`config.mk`:
```
export PLATFORM = sky130hd
export DESIGN_NAME = c64_loader_top
export DESIGN_NICKNAME = d
export VERILOG_FILES = /design/src/design/c64_loader_pkg.sv /design/src/design/download_parser.sv /design/src/design/mem_arbiter.sv /design/src/design/tape_fetch.sv /design/src/design/tape_fifo.sv /design/src/design/c64_loader_top.sv
export VERILOG_INCLUDE_DIRS = /design/src /design/src/design
export SDC_FILE = /design/constraint.sdc
export NUM_CORES = 1
export LEC_CHECK = 0
export ABC_AREA = 1
export BUFFER_PORTS_ARGS = -buffer_cell sky130_fd_sc_hd__buf_2
export CORE_UTILIZATION = 55
export CTS_BUF_LIST = sky130_fd_sc_hd__clkbuf_8 sky130_fd_sc_hd__clkbuf_16
export DETAILED_ROUTE_END_ITERATION = 6
export PLACE_DENSITY_LB_ADDON = 0.15
export RECOVER_POWER = 25
export SYNTH_ARGS = -nofsm -noshare
export SYNTH_HDL_FRONTEND = slang
export SYNTH_HIERARCHICAL = 1
export SYNTH_SLANG_ARGS = --single-unit
```
`constraint.sdc`:
```
create_clock -name clk_sys -period 4.2 [get_ports clk_sys]
set_input_delay 0.84 -clock clk_sys [delete_from_list [all_inputs] [get_ports clk_sys]]
set_output_delay 0.84 -clock clk_sys [all_outputs]
set_load 0.02 [all_outputs]
```
`src/design/c64_loader_macros.svh`:
```
/*
 * Loader constants
 * File indices from the host, storage bases in external memory,
 * cartridge header offsets and the tape FIFO depth
 */
`ifndef C64_LOADER_MACROS_SVH
`define C64_LOADER_MACROS_SVH

// File indices sent by the host
`define C64_PRG_INDEX       8'h02
`define C64_CRT_INDEX       8'h03
`define C64_CRT_ALT_INDEX   8'hC0
`define C64_TAP_INDEX       8'h04

// Storage bases in external memory
`define C64_CRT_BASE        25'h100000
`define C64_TAP_BASE        25'h200000

// Cartridge header layout
// Exrom and game sit at the two offsets after the id
`define C64_CRT_ID_OFS      25'h016
`define C64_CRT_CHIP_START  25'h040
`define C64_CHIP_HDR_LEN    32'd16
`define C64_BANK_ALIGN_BITS 13

`define C64_TAPE_FIFO_DEPTH 16

`endif

```
`src/design/c64_loader_pkg.sv`:
```
/*
 * Loader types
 * Vector types for addresses, data and header fields,
 * and the FSM encodings of the parser and the memory arbiter
 */
package c64_loader_pkg;

	// Byte address into external memory
	typedef logic [24:0] mem_addr_t;
	typedef logic [7:0]  byte_t;
	// Big-endian fields of the cartridge header
	typedef logic [15:0] word16_t;
	typedef logic [31:0] blk_len_t;

	// Chip packet parsing in a cartridge image
	typedef enum logic [1:0] {
		CHIP_SYNC,
		CHIP_HEADER,
		CHIP_PAYLOAD
	} chip_state_t;

	// Owner of the current bus cycle
	typedef enum logic [1:0] {
		ARB_IDLE,
		ARB_WRITE,
		ARB_READ
	} arb_state_t;

endpackage

```
`src/design/download_parser.sv`:
```
/*
 * Download parser
 * Turns the host byte stream into memory write requests, captures the
 * cartridge header and reports one bank record per chip packet
 */
`timescale 1ns/1ps
`include "c64_loader_macros.svh"

module download_parser
	import c64_loader_pkg::*;
(
	input  logic      clk_sys,
	input  logic      reset_n,
	input  logic      dl_active_i,
	input  byte_t     dl_index_i,
	input  logic      dl_wr_i,
	input  mem_addr_t dl_addr_i,
	input  byte_t     dl_data_i,
	input  logic      wr_done_i,
	input  logic      cart_detach_i,
	output logic      wr_req_o,
	output mem_addr_t wr_addr_o,
	output byte_t     wr_data_o,
	output word16_t   cart_id_o,
	output byte_t     cart_exrom_o,
	output byte_t     cart_game_o,
	output logic      cart_attached_o,
	output logic      bank_wr_o,
	output byte_t     bank_type_o,
	output word16_t   bank_num_o,
	output word16_t   bank_laddr_o,
	output word16_t   bank_size_o,
	output mem_addr_t bank_base_o,
	output logic      tape_loaded_o,
	output mem_addr_t tape_end_addr_o
);

	localparam mem_addr_t ALIGN_MASK = mem_addr_t'((1 << `C64_BANK_ALIGN_BITS) - 1);

	logic        is_prg;
	logic        is_crt;
	logic        is_tap;
	logic        old_active;
	logic        dl_end;
	logic        in_chips;
	logic        chip_sync;
	logic        chip_hdr;
	logic        chip_data;
	logic        store_byte;
	mem_addr_t   load_addr;
	mem_addr_t   store_addr;
	mem_addr_t   aligned_addr;
	chip_state_t chip_state;
	logic [3:0]  hdr_cnt;
	blk_len_t    blk_len;

	assign is_prg = (dl_index_i == `C64_PRG_INDEX);
	assign is_crt = (dl_index_i == `C64_CRT_INDEX) || (dl_index_i == `C64_CRT_ALT_INDEX);
	assign is_tap = (dl_index_i == `C64_TAP_INDEX);
	assign dl_end = old_active && !dl_active_i;

	// Chip packets start after the fixed cartridge header
	assign in_chips  = dl_wr_i && is_crt && (dl_addr_i >= `C64_CRT_CHIP_START);
	assign chip_sync = in_chips && (chip_state == CHIP_SYNC);
	assign chip_hdr  = in_chips && (chip_state == CHIP_HEADER);
	assign chip_data = in_chips && (chip_state == CHIP_PAYLOAD);

	// Program bytes 0 and 1 carry the load address and are not stored
	assign store_byte = (dl_wr_i && is_prg && dl_addr_i > 25'd1) ||
		(dl_wr_i && is_tap) || chip_data;

	// Tape data is stored from its base starting with the first byte
	assign store_addr   = (is_tap && dl_addr_i == '0) ? `C64_TAP_BASE : load_addr;
	assign aligned_addr = (load_addr + ALIGN_MASK) & ~ALIGN_MASK;

	// ==========================================================
	// Control: write request, chip FSM, status pulses
	// ==========================================================
	always_ff @(posedge clk_sys) begin
		if (!reset_n) begin
			old_active      <= 1'b0;
			wr_req_o        <= 1'b0;
			bank_wr_o       <= 1'b0;
			tape_loaded_o   <= 1'b0;
			cart_attached_o <= 1'b0;
			chip_state      <= CHIP_SYNC;
			hdr_cnt         <= '0;
		end else begin
			old_active    <= dl_active_i;
			bank_wr_o     <= 1'b0;
			tape_loaded_o <= dl_end && is_tap;

			if (wr_done_i) begin
				wr_req_o <= 1'b0;
			end
			if (store_byte) begin
				wr_req_o <= 1'b1;
			end

			// New cartridge image restarts the packet parser
			if (dl_wr_i && is_crt && dl_addr_i == '0) begin
				chip_state <= CHIP_SYNC;
				hdr_cnt    <= '0;
			end
			if (chip_sync) begin
				chip_state <= CHIP_HEADER;
				hdr_cnt    <= 4'd1;
			end
			if (chip_hdr) begin
				hdr_cnt <= hdr_cnt + 4'd1;
				if (hdr_cnt == 4'd15) begin
					bank_wr_o  <= 1'b1;
					chip_state <= (blk_len == '0) ? CHIP_SYNC : CHIP_PAYLOAD;
				end
			end
			if (chip_data && blk_len == blk_len_t'(1)) begin
				chip_state <= CHIP_SYNC;
			end

			// Attached once a cartridge download completes
			if (dl_active_i != old_active && is_crt) begin
				cart_attached_o <= old_active;
			end
			if (cart_detach_i) begin
				cart_attached_o <= 1'b0;
			end
		end
	end

	// ==========================================================
	// Load address, header fields and write payload
	// ==========================================================
	always_ff @(posedge clk_sys) begin
		if (store_byte) begin
			wr_addr_o <= store_addr;
			wr_data_o <= dl_data_i;
			load_addr <= store_addr + 25'd1;
		end

		if (dl_wr_i && is_prg) begin
			if (dl_addr_i == 25'd0) begin
				load_addr <= mem_addr_t'(dl_data_i);
			end
			if (dl_addr_i == 25'd1) begin
				load_addr <= {9'd0, dl_data_i, load_addr[7:0]};
			end
		end

		if (dl_wr_i && is_crt) begin
			case (dl_addr_i)
				25'd0:                   load_addr       <= `C64_CRT_BASE;
				`C64_CRT_ID_OFS:         cart_id_o[15:8] <= dl_data_i;
				`C64_CRT_ID_OFS + 25'd1: cart_id_o[7:0]  <= dl_data_i;
				`C64_CRT_ID_OFS + 25'd2: cart_exrom_o    <= dl_data_i;
				`C64_CRT_ID_OFS + 25'd3: cart_game_o     <= dl_data_i;
				default: ;
			endcase
		end

		// Each payload starts on an 8 KB boundary
		if (chip_sync) begin
			load_addr <= aligned_addr;
		end

		if (chip_hdr) begin
			case (hdr_cnt)
				4'd4:  blk_len[31:24]      <= dl_data_i;
				4'd5:  blk_len[23:16]      <= dl_data_i;
				4'd6:  blk_len[15:8]       <= dl_data_i;
				4'd7:  blk_len[7:0]        <= dl_data_i;
				4'd8:  blk_len             <= blk_len - `C64_CHIP_HDR_LEN;
				4'd9:  bank_type_o         <= dl_data_i;
				4'd10: bank_num_o[15:8]    <= dl_data_i;
				4'd11: bank_num_o[7:0]     <= dl_data_i;
				4'd12: bank_laddr_o[15:8]  <= dl_data_i;
				4'd13: bank_laddr_o[7:0]   <= dl_data_i;
				4'd14: bank_size_o[15:8]   <= dl_data_i;
				4'd15: begin
					bank_size_o[7:0] <= dl_data_i;
					bank_base_o      <= load_addr;
				end
				default: ;
			endcase
		end

		if (chip_data) begin
			blk_len <= blk_len - blk_len_t'(1);
		end

		// Next free address marks the end of the tape
		if (dl_end && is_tap) begin
			tape_end_addr_o <= load_addr;
		end
	end

endmodule

```
`src/design/mem_arbiter.sv`:
```
/*
 * Memory arbiter
 * Wishbone classic master shared by parser writes and tape reads,
 * one transfer at a time with writes served first
 */
`timescale 1ns/1ps

module mem_arbiter
	import c64_loader_pkg::*;
(
	input  logic      clk_sys,
	input  logic      reset_n,
	input  logic      wr_req_i,
	input  mem_addr_t wr_addr_i,
	input  byte_t     wr_data_i,
	input  logic      rd_req_i,
	input  mem_addr_t rd_addr_i,
	input  byte_t     mem_dat_i,
	input  logic      mem_ack_i,
	output logic      wr_done_o,
	output logic      rd_done_o,
	output byte_t     rd_data_o,
	output logic      mem_cyc_o,
	output logic      mem_stb_o,
	output logic      mem_we_o,
	output mem_addr_t mem_adr_o,
	output byte_t     mem_dat_o
);

	arb_state_t state;

	// Done follows the ack directly, so the requester drops its request
	// on the same edge the arbiter returns to idle
	assign wr_done_o = (state == ARB_WRITE) && mem_ack_i;
	assign rd_done_o = (state == ARB_READ) && mem_ack_i;
	assign rd_data_o = mem_dat_i;

	// Strobe always matches cycle for single transfers
	assign mem_stb_o = mem_cyc_o;

	always_ff @(posedge clk_sys) begin
		if (!reset_n) begin
			state     <= ARB_IDLE;
			mem_cyc_o <= 1'b0;
			mem_we_o  <= 1'b0;
		end else begin
			case (state)
				ARB_IDLE: begin
					if (wr_req_i) begin
						state     <= ARB_WRITE;
						mem_cyc_o <= 1'b1;
						mem_we_o  <= 1'b1;
					end else if (rd_req_i) begin
						state     <= ARB_READ;
						mem_cyc_o <= 1'b1;
					end
				end
				ARB_WRITE, ARB_READ: begin
					if (mem_ack_i) begin
						state     <= ARB_IDLE;
						mem_cyc_o <= 1'b0;
						mem_we_o  <= 1'b0;
					end
				end
				default: state <= ARB_IDLE;
			endcase
		end
	end

	// Address and data latch only when a transfer starts
	always_ff @(posedge clk_sys) begin
		if (state == ARB_IDLE) begin
			if (wr_req_i) begin
				mem_adr_o <= wr_addr_i;
				mem_dat_o <= wr_data_i;
			end else if (rd_req_i) begin
				mem_adr_o <= rd_addr_i;
			end
		end
	end

endmodule

```
`src/design/tape_fetch.sv`:
```
/*
 * Tape fetch
 * Play/stop control and read address generation for tape playback
 */
`timescale 1ns/1ps
`include "c64_loader_macros.svh"

module tape_fetch
	import c64_loader_pkg::*;
(
	input  logic                                 clk_sys,
	input  logic                                 reset_n,
	input  logic                                 play_btn_i,
	input  logic                                 tape_loaded_i,
	input  mem_addr_t                            tape_end_addr_i,
	input  logic                                 rd_done_i,
	input  logic [$clog2(`C64_TAPE_FIFO_DEPTH):0] fifo_count_i,
	output logic                                 rd_req_o,
	output mem_addr_t                            rd_addr_o,
	output logic                                 tape_playing_o
);

	mem_addr_t last_addr;
	logic      play_btn_d;
	logic      can_fetch;

	// Only one read is ever in flight and a new one starts after the
	// previous byte is counted, so a free slot covers it
	assign can_fetch = tape_playing_o && (rd_addr_o < last_addr) &&
		(fifo_count_i < ($clog2(`C64_TAPE_FIFO_DEPTH) + 1)'(`C64_TAPE_FIFO_DEPTH));

	always_ff @(posedge clk_sys) begin
		if (!reset_n) begin
			rd_req_o       <= 1'b0;
			rd_addr_o      <= `C64_TAP_BASE;
			last_addr      <= `C64_TAP_BASE;
			tape_playing_o <= 1'b0;
			play_btn_d     <= 1'b0;
		end else begin
			play_btn_d <= play_btn_i;
			if (play_btn_i && !play_btn_d) begin
				tape_playing_o <= !tape_playing_o;
			end

			// A read in flight always completes, even after stop
			if (rd_done_i) begin
				rd_req_o  <= 1'b0;
				rd_addr_o <= rd_addr_o + 25'd1;
			end else if (!rd_req_o && can_fetch) begin
				rd_req_o <= 1'b1;
			end

			// Fresh tape rewinds and starts playing
			if (tape_loaded_i) begin
				rd_addr_o      <= `C64_TAP_BASE;
				last_addr      <= tape_end_addr_i;
				tape_playing_o <= 1'b1;
			end
		end
	end

endmodule

```
`src/design/tape_fifo.sv`:
```
/*
 * Tape FIFO
 * First-word-fallthrough byte buffer between tape reads and the consumer
 */
`timescale 1ns/1ps
`include "c64_loader_macros.svh"

module tape_fifo
	import c64_loader_pkg::*;
#(
	parameter int DEPTH = `C64_TAPE_FIFO_DEPTH
) (
	input  logic                  clk_sys,
	input  logic                  reset_n,
	input  logic                  flush_i,
	input  logic                  push_i,
	input  byte_t                 push_data_i,
	input  logic                  pop_i,
	output logic                  valid_o,
	output byte_t                 data_o,
	output logic [$clog2(DEPTH):0] count_o
);

	localparam int AW = $clog2(DEPTH);

	byte_t         mem [DEPTH];
	logic [AW-1:0] wr_ptr;
	logic [AW-1:0] rd_ptr;
	logic          do_push;
	logic          do_pop;

	// Head entry is always on the output
	assign valid_o = (count_o != '0);
	assign data_o  = mem[rd_ptr];
	assign do_push = push_i && (count_o != (AW + 1)'(DEPTH));
	assign do_pop  = pop_i && valid_o;

	always_ff @(posedge clk_sys) begin
		if (!reset_n || flush_i) begin
			wr_ptr  <= '0;
			rd_ptr  <= '0;
			count_o <= '0;
		end else begin
			if (do_push) begin
				wr_ptr <= wr_ptr + 1'b1;
			end
			if (do_pop) begin
				rd_ptr <= rd_ptr + 1'b1;
			end
			case ({do_push, do_pop})
				2'b10:   count_o <= count_o + 1'b1;
				2'b01:   count_o <= count_o - 1'b1;
				default: ;
			endcase
		end
	end

	always_ff @(posedge clk_sys) begin
		if (do_push) begin
			mem[wr_ptr] <= push_data_i;
		end
	end

endmodule

```
`src/design/c64_loader_top.sv`:
```
/*
 * Loader top level
 * Host download parsing, tape playback and one shared Wishbone master
 */
`timescale 1ns/1ps
`include "c64_loader_macros.svh"

module c64_loader_top
	import c64_loader_pkg::*;
(
	input  logic      clk_sys,
	input  logic      reset_n,
	// Host download port
	input  logic      dl_active_i,
	input  byte_t     dl_index_i,
	input  logic      dl_wr_i,
	input  mem_addr_t dl_addr_i,
	input  byte_t     dl_data_i,
	output logic      dl_wait_o,
	// Wishbone master
	output logic      mem_cyc_o,
	output logic      mem_stb_o,
	output logic      mem_we_o,
	output mem_addr_t mem_adr_o,
	output byte_t     mem_dat_o,
	input  byte_t     mem_dat_i,
	input  logic      mem_ack_i,
	// Cartridge
	input  logic      cart_detach_i,
	output word16_t   cart_id_o,
	output byte_t     cart_exrom_o,
	output byte_t     cart_game_o,
	output logic      cart_attached_o,
	output logic      bank_wr_o,
	output byte_t     bank_type_o,
	output word16_t   bank_num_o,
	output word16_t   bank_laddr_o,
	output word16_t   bank_size_o,
	output mem_addr_t bank_base_o,
	// Tape
	input  logic      play_btn_i,
	input  logic      tape_rd_i,
	output logic      tape_valid_o,
	output byte_t     tape_data_o,
	output logic      tape_playing_o
);

	logic      wr_req;
	mem_addr_t wr_addr;
	byte_t     wr_data;
	logic      wr_done;
	logic      rd_req;
	mem_addr_t rd_addr;
	logic      rd_done;
	byte_t     rd_data;
	logic      tape_loaded;
	mem_addr_t tape_end_addr;
	logic [$clog2(`C64_TAPE_FIFO_DEPTH):0] fifo_count;

	// Host waits while a parser write is pending
	assign dl_wait_o = wr_req;

	// ==========================================================
	// Download and memory
	// ==========================================================
	download_parser u_parser (
		.clk_sys         (clk_sys),
		.reset_n         (reset_n),
		.dl_active_i     (dl_active_i),
		.dl_index_i      (dl_index_i),
		.dl_wr_i         (dl_wr_i),
		.dl_addr_i       (dl_addr_i),
		.dl_data_i       (dl_data_i),
		.wr_done_i       (wr_done),
		.cart_detach_i   (cart_detach_i),
		.wr_req_o        (wr_req),
		.wr_addr_o       (wr_addr),
		.wr_data_o       (wr_data),
		.cart_id_o       (cart_id_o),
		.cart_exrom_o    (cart_exrom_o),
		.cart_game_o     (cart_game_o),
		.cart_attached_o (cart_attached_o),
		.bank_wr_o       (bank_wr_o),
		.bank_type_o     (bank_type_o),
		.bank_num_o      (bank_num_o),
		.bank_laddr_o    (bank_laddr_o),
		.bank_size_o     (bank_size_o),
		.bank_base_o     (bank_base_o),
		.tape_loaded_o   (tape_loaded),
		.tape_end_addr_o (tape_end_addr)
	);

	mem_arbiter u_arbiter (
		.clk_sys   (clk_sys),
		.reset_n   (reset_n),
		.wr_req_i  (wr_req),
		.wr_addr_i (wr_addr),
		.wr_data_i (wr_data),
		.rd_req_i  (rd_req),
		.rd_addr_i (rd_addr),
		.mem_dat_i (mem_dat_i),
		.mem_ack_i (mem_ack_i),
		.wr_done_o (wr_done),
		.rd_done_o (rd_done),
		.rd_data_o (rd_data),
		.mem_cyc_o (mem_cyc_o),
		.mem_stb_o (mem_stb_o),
		.mem_we_o  (mem_we_o),
		.mem_adr_o (mem_adr_o),
		.mem_dat_o (mem_dat_o)
	);

	// ==========================================================
	// Tape playback
	// ==========================================================
	tape_fetch u_fetch (
		.clk_sys         (clk_sys),
		.reset_n         (reset_n),
		.play_btn_i      (play_btn_i),
		.tape_loaded_i   (tape_loaded),
		.tape_end_addr_i (tape_end_addr),
		.rd_done_i       (rd_done),
		.fifo_count_i    (fifo_count),
		.rd_req_o        (rd_req),
		.rd_addr_o       (rd_addr),
		.tape_playing_o  (tape_playing_o)
	);

	// Read data goes straight in on the done cycle
	tape_fifo u_fifo (
		.clk_sys     (clk_sys),
		.reset_n     (reset_n),
		.flush_i     (tape_loaded),
		.push_i      (rd_done),
		.push_data_i (rd_data),
		.pop_i       (tape_rd_i),
		.valid_o     (tape_valid_o),
		.data_o      (tape_data_o),
		.count_o     (fifo_count)
	);

endmodule

```
==> qor.txt, run 1 <==
result of the run - complete, no violations
worst setup skew after layout - 0.01809 ns
routability-driven placement congestion ratio - 0.9488
CTS H-Tree Depth - 2
setup slack of the worst register-to-register path - 1.34 ns
Crit path arrival time - 2.64 ns
Post-Synthesis Mean Instance Area - 10.21 sq um
number of standard-cell rows in the floorplan - 72
WHS Path Cells - 0
final wirelength - 54030 um
largest net degree at the start of global routing - 65
number of CTS-inserted buffers - 49
layout net count - 2434
PostCTS Resize Cnt - 0
floorplan die area - 39870 sq um
number of distinct library cells after synthesis - 54
buffers inserted by post-CTS timing repair - 0
cell at the root of the clock tree - sky130_fd_sc_hd__clkbuf_16
via count of the first global-routing pass - 15.01k
vias - 15.86k
pre-CTS worst setup slack - 0.7911 ns
critical-path maximum fanout - 64
boundary pin count - 219
net count after synthesis - 2207
hold buffers post-CTS - 0
DR iter-0 viols - 1259
post-route clock period utilization - 0.8292
post-route DRC violation count - 0
clock tree sinks - 474
ratio of cells with drive above 1 in the final layout - 0.1551
leakage power total - 9.890 nW
final-report hold violation count - 0
total global-route track usage - 0.2734
instance area at placement - 23000 sq um
residual overflow from global routing - 0
effective utilization at floorplan - 0.5573
drt via density - 5.486
Reg2Reg Capture Point - u_parser/blk_len[30]
worst hold path type - flip-flop to flip-flop
Final TNS setup - 0 ns
Final Core Density - 0.6373
part of the Yosys area used for sequential elements - 0.6111
origin of the critical flop-to-flop path - u_parser/blk_len[4]
max cap viols - 0
count of final setup violators - 0
Final min period - 3.482 ns
Max VDD drop - 0.3778 mV
signed area change from the synthesized netlist to the final layout - 14.34%
type of the worst setup path - flip-flop to primary output
setup ws final - 0.7175 ns
first-pass GRT wire length - 82700 um
count of flip-flops with a built-in enable after synthesis - 364
pwr/cell area - 454.1 nW/um^2
Relative slew margins - 0.2565
origin of the worst min-delay path - u_parser/wr_data_o[4]
area of all placed cells without fillers - 24570 sq um
combined area of all synthesized cells - 21490 sq um
antenna diode count - 0
cell depth of the worst flop-to-flop path - 11
fill cell count - 3212
category of the worst setup path launch point - flip-flop
post-DR wirelength/cell - 18.69 um
antenna violations before repair - 0
Max Fclk - 0.2872 GHz
clock edge transition at the registers on the reported setup and hold paths - 0.06 ns
type of element capturing the critical path - primary output
hpwl dp - 37840 um
unrepaired setup endpoints after global routing - false
number of port buffers - 218
WHS - 0.4220 ns
post-route antenna net violation count - 0
y dimension of the die - 199.7 um
hold worst-path end - u_arbiter/mem_dat_o[4]
Top FF cell, synth - sky130_fd_sc_hd__edfxtp_1
die width - 199.7 um
Async S/R FF share, synth - 0
clock tree from TritonCTS - done
core region area - 38560 sq um
maximum buffer depth of the clock tree - 3
Data required, critical path - 3.36 ns
count of pins over their slew limit - 0
clock latency on the worst-skew pair - 0.59 ns
first drt pass iteration count - 6
yosys synthesis warning count - 6
worst slew pin tran - 1.115 ns
Mapped Cells - 2105
register bit total from synthesis - 474
-- report_power, final --
group          internal [mW]  leakage [nW]  switching, mW
clock network           2.45         0.820           1.78
logic                  0.545          4.87           1.01
registers               5.16          4.20          0.218
-- placed cells by master, fill, tap and decap left out, types with 34 or more instances in the layout --
master | synthesis | routed
sky130_fd_sc_hd__dfxtp_1 | 110 | 109
sky130_fd_sc_hd__buf_2 | 16 | 204
sky130_fd_sc_hd__o211ai_1 | 41 | 41
sky130_fd_sc_hd__edfxtp_1 | 364 | 364
sky130_fd_sc_hd__o21ai_0 | 109 | 109
sky130_fd_sc_hd__nand4_1 | 34 | 34
sky130_fd_sc_hd__ha_1 | 45 | 45
sky130_fd_sc_hd__nor2_1 | 193 | 191
sky130_fd_sc_hd__clkbuf_16 | 0 | 51
sky130_fd_sc_hd__a21oi_1 | 132 | 132
sky130_fd_sc_hd__inv_1 | 266 | 278
sky130_fd_sc_hd__nand2_1 | 399 | 399
sky130_fd_sc_hd__nand3_1 | 106 | 106
-- routing by layer --
layer	wire length (um)	up-vias	track usage	share of wire
li1	-	7646	-	-
met1	23990	7509	0.3823	0.44
met2	24590	635	0.4320	0.46
met3	4318	70	0.05401	0.080
met4	1131	0	0.08086	0.021
met5	0	-	0	0
-- final cells by class --
cell class / instances / area, sq um / share of cell area
Inverter: 279 / 1057 / 0.04303
Multi-Input combinational cell: 1286 / 6892 / 0.2805
Clock inverter: 37 / 252.7 / 0.01029
Sequential cell: 474 / 13140 / 0.5346
Timing Repair Buffer: 242 / 1254 / 0.05102
Clock buffer: 55 / 1331 / 0.05418
Tap cell: 518 / 648.1 / 0.02638
-- stage by stage --
stage | instances | total power, mW
3_3_place_gp | 2799 | 6.974
2_1_floorplan | 2105 | 6.567
3_5_place_dp | 2799 | 7.007
6_report | 2891 | 11.16
4_1_cts | 2891 | 11.22
5_1_grt | 2891 | 11.61
-- critical path: stages (launching register included) --
cell,delay [ns]
sky130_fd_sc_hd__dfxtp_4,0.81
sky130_fd_sc_hd__buf_4,0.37
sky130_fd_sc_hd__mux2i_1,0.11
sky130_fd_sc_hd__o211ai_1,0.26
sky130_fd_sc_hd__nand3_1,0.18
sky130_fd_sc_hd__nand2_1,0.13
sky130_fd_sc_hd__buf_2,0.17
-- cells in the mapped netlist (12+ instances only) --
cell                       count  share of area
sky130_fd_sc_hd__nand2_1     399          0.070
sky130_fd_sc_hd__edfxtp_1    364           0.51
sky130_fd_sc_hd__inv_1       266          0.046
sky130_fd_sc_hd__nor2_1      193          0.034
sky130_fd_sc_hd__a21oi_1     132          0.031
sky130_fd_sc_hd__dfxtp_1     110           0.10
sky130_fd_sc_hd__o21ai_0     109          0.025
sky130_fd_sc_hd__nand3_1     106          0.025
sky130_fd_sc_hd__ha_1         45          0.026
sky130_fd_sc_hd__o211ai_1     41          0.014
sky130_fd_sc_hd__nand4_1      34         0.0099
sky130_fd_sc_hd__nor3_1       33         0.0077
sky130_fd_sc_hd__mux2i_1      32          0.015
sky130_fd_sc_hd__xor2_1       26          0.011
sky130_fd_sc_hd__clkbuf_1     23         0.0040
sky130_fd_sc_hd__buf_2        16         0.0037
sky130_fd_sc_hd__buf_4        14         0.0049
sky130_fd_sc_hd__buf_6        13         0.0068
sky130_fd_sc_hd__nor4_1       12         0.0035
-- kinds of logic after synthesis --
kind of cell | synth area share
AND/OR/NAND/NOR | 0.1758
buffers and inverters | 0.06865
XOR/XNOR | 0.01508
multiplexers | 0.01491
adder cells (fa/ha/maj) | 0.02620
AO/OA/AOI/OAI | 0.08821
flip-flops | 0.6111
-- worst max-delay path by stage --
stage	startpoint	endpoint
global route	flip-flop	tape_data_o[0]
detailed placement	dl_index_i[5]	u_parser/blk_len[0]
finish	flip-flop	tape_data_o[0]
floorplan	dl_index_i[5]	u_parser/bank_base_o[0]
global placement	dl_index_i[5]	u_parser/blk_len[0]
CTS	flip-flop	tape_data_o[4]
-- registers in the layout (all words and copies together) (netlist names), 16 cells and up, named ones only --
register	cells
u_parser/tape_end_addr_o	25
u_parser/wr_addr_o	25
u_fetch/rd_addr_o	25
u_parser/bank_num_o	16
u_parser/bank_base_o	25
u_parser/bank_laddr_o	16
u_fetch/last_addr	25
u_arbiter/mem_adr_o	25
u_parser/blk_len	32
u_parser/load_addr	25
u_fifo/mem	128
u_parser/cart_id_o	16
u_parser/bank_size_o	16
(Power assumes the default switching activity.)
==> run 2: changes to the inputs <==
--- a/config.mk
+++ b/config.mk
@@ -6,7 +6,7 @@
 export SDC_FILE = /design/constraint.sdc
 export NUM_CORES = 1
 export LEC_CHECK = 0
-export ABC_AREA = 1
+export ABC_AREA = 0
 export BUFFER_PORTS_ARGS = -buffer_cell sky130_fd_sc_hd__buf_2
 export CORE_UTILIZATION = 55
 export CTS_BUF_LIST = sky130_fd_sc_hd__clkbuf_8 sky130_fd_sc_hd__clkbuf_16
==> constraint.sdc (replaced) <==
create_clock -name clk_sys -period 3.42 [get_ports clk_sys]
set_input_delay 0.684 -clock clk_sys [delete_from_list [all_inputs] [get_ports clk_sys]]
set_output_delay 0.684 -clock clk_sys [all_outputs]
set_load 0.02 [all_outputs]
==> qor.txt, run 2 <==
power share of the clock group - 0.451 (was 0.379)
drt via density - 5.911 (was 5.486)
number of flip-flops in the largest register - 128 (unchanged)
main combinational cell family by area after synthesis - simple AND/OR/NAND/NOR gates (unchanged)
Top Registers - u_fifo/mem: 128 flops, u_parser/blk_len: 32 flops (unchanged)
final-report hold violation count - 0 (unchanged)
XOR/XNOR share of the synthesized area - 0.01587 (was 0.01508)
Data required, critical path - 2.74 ns (was 3.36 ns)
commonest cells after routing, fill and taps aside - 364 x sky130_fd_sc_hd__edfxtp_1, 202 x sky130_fd_sc_hd__buf_2, 151 x sky130_fd_sc_hd__nor2_1 (was 399 x sky130_fd_sc_hd__nand2_1, 364 x sky130_fd_sc_hd__edfxtp_1, 278 x sky130_fd_sc_hd__inv_1)
routability-driven placement congestion ratio - 0.8477 (was 0.9488)
most frequent standard cell in the layout excluding fill and tap cells - sky130_fd_sc_hd__edfxtp_1 (was sky130_fd_sc_hd__nand2_1)
number of CTS-inserted buffers - 50 (was 49)
buffers inserted by post-CTS timing repair - 0 (unchanged)
Design Power - 11.84 mW (was 11.16 mW)
category of the worst setup path launch point - flip-flop (unchanged)
Post-Synthesis Mean Instance Area - 13.19 sq um (was 10.21 sq um)
Power Internal - 9.405 mW (was 8.153 mW)
vias - 13.74k (was 15.86k)
effective utilization at floorplan - 0.5578 (was 0.5573)
count of flip-flops with a built-in enable after synthesis - 364 (unchanged)
antenna violations before repair - 0 (unchanged)
Max Fclk - 0.3240 GHz
type of the worst setup path - flip-flop to primary output (unchanged)
switching part of the total - 0.2057 (was 0.2693)
CTS H-Tree Depth - 2 (unchanged)
ratio of cells with drive above 1 in the final layout - 0.2337 (was 0.1551)
DR iter-0 viols - 1241 (was 1259)
hpwl dp - 32990 um (was 37840 um)
antenna diode count - 0 (unchanged)
critical-path maximum fanout - 18 (was 64)
instance area at placement - 22260 sq um (was 23000 sq um)
hold buffers post-CTS - 0 (unchanged)
area of all placed cells without fillers - 23900 sq um (was 24570 sq um)
net count after synthesis - 1650 (was 2207)
origin of the worst min-delay path - cart_detach_i (was u_parser/wr_data_o[4])
PostCTS Resize Cnt - 0 (unchanged)
worst setup skew after layout - 0.02824 ns (was 0.01809 ns)
post-route DRC violation count - 0 (unchanged)
Final TNS setup - 0 ns (unchanged)
floorplan die area - 37900 sq um (was 39870 sq um)
count of final setup violators - 0 (unchanged)
clock edge transition at the registers on the reported setup and hold paths - 0.06 ns (about the same)
worst slew pin tran - 1.366 ns (was 1.115 ns)
y dimension of the die - 194.7 um (was 199.7 um)
Crit path arrival time - 2.40 ns (was 2.64 ns)
die width - 194.7 um (was 199.7 um)
first-pass GRT wire length - 76270 um (was 82700 um)
clock tree sinks - 474 (unchanged)
clock latency on the worst-skew pair - 0.59 ns (about the same)
residual overflow from global routing - 0 (unchanged)
pwr/cell area - 495.5 nW/um^2 (was 454.1 nW/um^2)
cell types with the largest area share after synthesis - sky130_fd_sc_hd__edfxtp_1 54%, sky130_fd_sc_hd__dfxtp_1 11%, sky130_fd_sc_hd__mux4_2 3.5% (was sky130_fd_sc_hd__edfxtp_1 51%, sky130_fd_sc_hd__dfxtp_1 10%, sky130_fd_sc_hd__nand2_1 7.0%)
top-area cell type share of the netlist area - 0.5353 (was 0.5086)
layout net count - 1917 (was 2434)
number of standard-cell rows in the floorplan - 70 (was 72)
total placed cells including tap cells - 2231 (was 2799)
worst hold path type - primary input to flip-flop (was flip-flop to flip-flop)
combined area of all synthesized cells - 20420 sq um (was 21490 sq um)
count of pins over their slew limit - 0 (unchanged)
Final Core Density - 0.6528 (was 0.6373)
post-DR wirelength/cell - 21.19 um (was 18.69 um)
number of port buffers - 218 (unchanged)
fraction of the mapped netlist area in compound gates - 0.08603 (was 0.08821)
signed area change from the synthesized netlist to the final layout - 17.03% (was 14.34%)
total global-route track usage - 0.2622 (was 0.2734)
Final min period - 3.087 ns
post-route clock period utilization - 0.9025
clock tree from TritonCTS - done (unchanged)
setup slack of the worst register-to-register path - 0.63 ns (was 1.34 ns)
Top FF cell, synth - sky130_fd_sc_hd__edfxtp_1 (unchanged)
largest net degree at the start of global routing - 45 (was 65)
max cap viols - 0 (unchanged)
maximum cell stage delay along the critical path - 0.59 ns (was 0.81 ns)
via count of the first global-routing pass - 13.51k (was 15.01k)
Synth Area in Adders - 0.02757 (was 0.02620)
Async S/R FF share, synth - 0 (unchanged)
cell with the largest stage delay on the worst path - sky130_fd_sc_hd__dfxtp_4 (unchanged)
final instance count without filler cells - 2325 (was 2891)
Net Sw Power - 2.436 mW (was 3.005 mW)
boundary pin count - 219 (unchanged)
part of the Yosys area used for sequential elements - 0.6431 (was 0.6111)
Relative slew margins - 0.08964 (was 0.2565)
maximum buffer depth of the clock tree - 3 (unchanged)
sequential fraction of design power - 0.527 (was 0.482)
list of cells traversed by the critical path - buf_12 -> mux4_2 -> a22oi_1 -> nand2_1 -> buf_2 (was buf_4 -> mux2i_1 -> o211ai_1 -> nand3_1 -> nand2_1 -> buf_2)
type of element capturing the critical path - primary output (unchanged)
share of cell area taken by muxes after synthesis - 0.06850 (was 0.01491)
register bit total from synthesis - 474 (unchanged)
core region area - 36610 sq um (was 38560 sq um)
cell taking the most area after synthesis - sky130_fd_sc_hd__edfxtp_1 (unchanged)
Mapped Cells - 1548 (was 2105)
cell types with the highest counts after synthesis - 364 x sky130_fd_sc_hd__edfxtp_1, 151 x sky130_fd_sc_hd__nor2_1, 110 x sky130_fd_sc_hd__dfxtp_1, 90 x sky130_fd_sc_hd__nand2_1, 65 x sky130_fd_sc_hd__a21oi_1 (was 399 x sky130_fd_sc_hd__nand2_1, 364 x sky130_fd_sc_hd__edfxtp_1, 266 x sky130_fd_sc_hd__inv_1, 193 x sky130_fd_sc_hd__nor2_1, 132 x sky130_fd_sc_hd__a21oi_1)
origin of the critical flop-to-flop path - u_fifo/count_o[1] (was u_parser/blk_len[4])
leakage power total - 8.623 nW (was 9.890 nW)
simple-gate share of the synthesized area - 0.1311 (was 0.1758)
first drt pass iteration count - 6 (unchanged)
result of the run - complete, no violations (unchanged)
Max VDD drop - 0.5114 mV (was 0.3778 mV)
post-route antenna net violation count - 0 (unchanged)
number of distinct library cells after synthesis - 83 (was 54)
cell at the root of the clock tree - sky130_fd_sc_hd__clkbuf_16 (unchanged)
combinational fraction of design power - 0.022 (was 0.139)
final wirelength - 49280 um (was 54030 um)
largest register by flop count - u_fifo/mem (unchanged)
yosys synthesis warning count - 6 (unchanged)
unrepaired setup endpoints after global routing - false (unchanged)
leading cell type by number of instances after synthesis - sky130_fd_sc_hd__edfxtp_1 (was sky130_fd_sc_hd__nand2_1)
-- run 2: cell count changes after synthesis, moves of 16 or more --
cell / before / now
sky130_fd_sc_hd__mux4_2: 0 / 32
sky130_fd_sc_hd__a21oi_1: 132 / 65
sky130_fd_sc_hd__nand3_1: 106 / 32
sky130_fd_sc_hd__o21ai_0: 109 / 46
sky130_fd_sc_hd__nor2b_1: 0 / 59
sky130_fd_sc_hd__a22oi_1: 0 / 19
sky130_fd_sc_hd__nand2b_1: 0 / 16
sky130_fd_sc_hd__o211ai_1: 41 / 9
sky130_fd_sc_hd__nand2_1: 399 / 90
sky130_fd_sc_hd__nor2_1: 193 / 151
sky130_fd_sc_hd__inv_1: 266 / 52
sky130_fd_sc_hd__mux2_4: 0 / 20
-- run 2: final timing paths --
| kind | to | cells past startpoint |
|---|---|---|
| worst max-delay path | tape_data_o[4] | 5 |
| worst min-delay path | u_parser/cart_attached_o | 2 |
| worst max register to register | u_fifo/count_o[4] | 9 |
| worst min register to register | u_arbiter/mem_dat_o[0] | 0 |
-- run 2: metrics by stage --
| step | hold slack (ns) | setup WS (ns) |
|---|---|---|
| 2_1_floorplan | 0.4003 | 0.01379 |
| 3_3_place_gp | 0.4041 | 0.1333 |
| 3_5_place_dp | 0.4062 | -0.02180 |
| 4_1_cts | 0.2103 | 0.05567 |
| 5_1_grt | 0.2264 | 0.1664 |
| 6_report | 0.2448 | 0.3333 |
-- run 2: kinds of logic (layout without fill, tap and decap cells) --
family,Yosys count,after routing
AO/OA/AOI/OAI,264,264
XOR/XNOR,37,37
adder cells (fa/ha/maj),45,45
buffers and inverters,123,432
flip-flops,474,474
multiplexers,89,89
AND/OR/NAND/NOR,516,516
-- run 2: layout make-up --
cell class	count	area, sq um
multi-input combinational	951	6725
tap	468	585.6
timing repair buffer	285	1599
fill	2697	12710
clock buffer	54	1329
clock inverter	40	322.8
inverter	53	198.9
sequential	474	13140
-- run 2: critical path: cells and delay by family (launching register included) --
family	cells	cell delay (ns)
AO/OA/AOI/OAI	1	0.26
AND/OR/NAND/NOR	1	0.09
multiplexers	1	0.50
flip-flops	1	0.59
buffers and inverters	2	0.38
-- run 2: power by group through the flow --
stage,Sequential (mW),Clock (mW),Combinational [mW]
floorplan,6.35,0,0.137
global placement,6.36,0,0.252
detailed placement,6.37,0,0.260
CTS,6.24,5.45,0.262
global route,6.24,5.65,0.281
finish,6.25,5.34,0.259
-- run 2: routing by layer --
| metal | GRT usage | wire length, um | vias to the layer above | share of wire |
|---|---|---|---|---|
| met5 | 0 | 0 | - | 0 |
| met4 | 0.09024 | 1423 | 0 | 0.029 |
| met3 | 0.05310 | 3765 | 90 | 0.076 |
| met2 | 0.4109 | 22630 | 598 | 0.46 |
| met1 | 0.3661 | 21460 | 6665 | 0.44 |
| li1 | - | - | 6389 | - |
==> run 3: changes to the inputs <==
--- a/config.mk
+++ b/config.mk
@@ -8,6 +8,7 @@
 export LEC_CHECK = 0
 export ABC_AREA = 0
 export BUFFER_PORTS_ARGS = -buffer_cell sky130_fd_sc_hd__buf_2
+export CORE_ASPECT_RATIO = 0.8
 export CORE_UTILIZATION = 55
 export CTS_BUF_LIST = sky130_fd_sc_hd__clkbuf_8 sky130_fd_sc_hd__clkbuf_16
 export DETAILED_ROUTE_END_ITERATION = 6
==> qor.txt, run 3 (synthesized netlist as in run 2, its figures left out) <==
maximum cell stage delay along the critical path - 0.56 ns (was 0.59 ns)
count of pins over their slew limit - 0 (unchanged)
instance area at placement - 22360 sq um (was 22260 sq um)
number of port buffers - 218 (unchanged)
final instance count without filler cells - 2340 (was 2325)
count of final setup violators - 0 (unchanged)
Crit path arrival time - 2.38 ns (was 2.40 ns)
Max VDD drop - 0.3779 mV (was 0.5114 mV)
sequential fraction of design power - 0.547 (was 0.527)
die width - 217.4 um (was 194.7 um)
worst slew pin tran - 1.384 ns (was 1.366 ns)
origin of the critical flop-to-flop path - u_fifo/count_o[1] (unchanged)
clock tree from TritonCTS - done (unchanged)
cell with the largest stage delay on the worst path - sky130_fd_sc_hd__mux4_2 (was sky130_fd_sc_hd__dfxtp_4)
leakage power total - 8.603 nW (was 8.623 nW)
switching part of the total - 0.2092 (was 0.2057)
via count of the first global-routing pass - 13.70k (was 13.51k)
type of element capturing the critical path - primary output (unchanged)
post-route DRC violation count - 0 (unchanged)
total placed cells including tap cells - 2252 (was 2231)
routability-driven placement congestion ratio - 0.8415 (was 0.8477)
Final min period - 3.062 ns (was 3.087 ns)
Net Sw Power - 2.387 mW (was 2.436 mW)
pwr/cell area - 479.3 nW/um^2 (was 495.5 nW/um^2)
boundary pin count - 219 (unchanged)
list of cells traversed by the critical path - buf_12 -> mux4_2 -> a22oi_1 -> nand2_1 -> buf_2 (unchanged)
largest register by flop count - u_fifo/mem (unchanged)
number of standard-cell rows in the floorplan - 62 (was 70)
worst hold path type - primary input to flip-flop (unchanged)
number of flip-flops in the largest register - 128 (unchanged)
max cap viols - 0 (unchanged)
total global-route track usage - 0.2690 (was 0.2622)
fill cell count - 2703 (was 2697)
Final TNS setup - 0 ns (unchanged)
clock edge transition at the registers on the reported setup and hold paths - 0.06 ns (about the same)
residual overflow from global routing - 0 (unchanged)
origin of the worst min-delay path - cart_detach_i (unchanged)
clock latency on the worst-skew pair - 0.58 ns (was 0.59 ns)
critical-path maximum fanout - 32 (was 18)
PostCTS Resize Cnt - 0 (unchanged)
result of the run - complete, no violations (unchanged)
Data required, critical path - 2.74 ns (about the same)
final-report hold violation count - 0 (unchanged)
DR iter-0 viols - 1291 (was 1241)
clock tree sinks - 474 (unchanged)
Power Internal - 9.027 mW (was 9.405 mW)
hold buffers post-CTS - 0 (unchanged)
layout net count - 1923 (was 1917)
post-route clock period utilization - 0.8953 (was 0.9025)
commonest cells after routing, fill and taps aside - 364 x sky130_fd_sc_hd__edfxtp_1, 203 x sky130_fd_sc_hd__buf_2, 151 x sky130_fd_sc_hd__nor2_1 (was 364 x sky130_fd_sc_hd__edfxtp_1, 202 x sky130_fd_sc_hd__buf_2, 151 x sky130_fd_sc_hd__nor2_1)
post-route antenna net violation count - 0 (unchanged)
area of all placed cells without fillers - 23820 sq um (was 23900 sq um)
combinational fraction of design power - 0.023 (was 0.022)
Relative slew margins - 0.07747 (was 0.08964)
effective utilization at floorplan - 0.5637 (was 0.5578)
Levels on crit path - 5 (unchanged)
y dimension of the die - 174.3 um (was 194.7 um)
signed area change from the synthesized netlist to the final layout - 16.63% (was 17.03%)
category of the worst setup path launch point - flip-flop (unchanged)
type of the worst setup path - flip-flop to primary output (unchanged)
antenna violations before repair - 0 (unchanged)
Max Fclk - 0.3266 GHz (was 0.3240 GHz)
gate family responsible for the most delay along the worst path - multiplexers (was flip-flops)
final wirelength - 50940 um (was 49280 um)
worst setup skew after layout - 0.01375 ns (was 0.02824 ns)
post-DR wirelength/cell - 21.77 um (was 21.19 um)
CTS H-Tree Depth - 2 (unchanged)
count of buffering cells on the critical path with inverters included - 2 (unchanged)
hpwl dp - 34190 um (was 32990 um)
floorplan die area - 37910 sq um (was 37900 sq um)
largest net degree at the start of global routing - 44 (was 45)
drt via density - 5.986 (was 5.911)
endpoint of the worst setup timing path - tape_data_o[6] (was tape_data_o[4])
core region area - 36230 sq um (was 36610 sq um)
number of CTS-inserted buffers - 47 (was 50)
ratio of cells with drive above 1 in the final layout - 0.2328 (was 0.2337)
antenna diode count - 0 (unchanged)
cell depth of the worst flop-to-flop path - 10 (was 9)
most frequent standard cell in the layout excluding fill and tap cells - sky130_fd_sc_hd__edfxtp_1 (unchanged)
Reg2Reg Capture Point - u_fifo/count_o[4] (unchanged)
maximum buffer depth of the clock tree - 3 (unchanged)
cell at the root of the clock tree - sky130_fd_sc_hd__clkbuf_16 (unchanged)
WHS - 0.2898 ns (was 0.2448 ns)
first-pass GRT wire length - 78360 um (was 76270 um)
buffers inserted by post-CTS timing repair - 0 (unchanged)
power share of the clock group - 0.430 (was 0.451)
Top Registers - u_fifo/mem: 128 flops, u_parser/blk_len: 32 flops (unchanged)
unrepaired setup endpoints after global routing - false (unchanged)
first drt pass iteration count - 6 (unchanged)
vias - 14.01k (was 13.74k)
setup slack of the worst register-to-register path - 0.53 ns (was 0.63 ns)
## run 3: power by group through the flow
stage	registers, mW	clock network (mW)	logic, mW
final	6.25	4.90	0.266
after global placement	6.37	0	0.259
after CTS	6.24	5.00	0.267
after floorplan	6.35	0	0.137
after detailed placement	6.37	0	0.266
after global routing	6.24	5.22	0.289
## run 3: worst min path at each step
| stage | to | slack, ns | cells after the start |
|---|---|---|---|
| after global placement | u_arbiter/mem_dat_o[7] | 0.40 | 0 |
| final | u_parser/cart_attached_o | 0.29 | 2 |
| after detailed placement | u_arbiter/mem_dat_o[0] | 0.40 | 0 |
| after floorplan | u_arbiter/mem_dat_o[0] | 0.40 | 0 |
| after CTS | u_parser/cart_attached_o | 0.27 | 2 |
| after global routing | u_parser/cart_attached_o | 0.28 | 2 |
## run 3: per-stage QoR
step | power [mW] | utilization | setup WS [ns]
after floorplan | 6.484 | - | 0.01379
after global placement | 6.625 | 0.6172 | 0.1779
after detailed placement | 6.631 | 0.6172 | 0.03224
after CTS | 11.51 | 0.6580 | 0.2994
after global routing | 11.75 | 0.6574 | 0.2175
final | 11.41 | 0.6574 | 0.3581
## run 3: layout make-up
class                           instances  area (sq um)  area share
Multi-Input combinational cell        951          6725      0.2824
Clock inverter                         38         260.3     0.01093
Inverter                               53         198.9    0.008353
Tap cell                              480         600.6     0.02522
Sequential cell                       474         13140      0.5516
Timing Repair Buffer                  294          1677     0.07040
Clock buffer                           50          1217     0.05112
## run 3: metal layers
layer / part of all wire / vias to the layer above / global-route usage / wire length (um)
met2: 0.46 / 623 / 0.4143 / 23370
met1: 0.44 / 6895 / 0.3955 / 22590
met3: 0.076 / 79 / 0.04602 / 3872
li1: - / 6410 / - / -
met5: 0 / - / 0 / 0
met4: 0.022 / 0 / 0.07130 / 1105
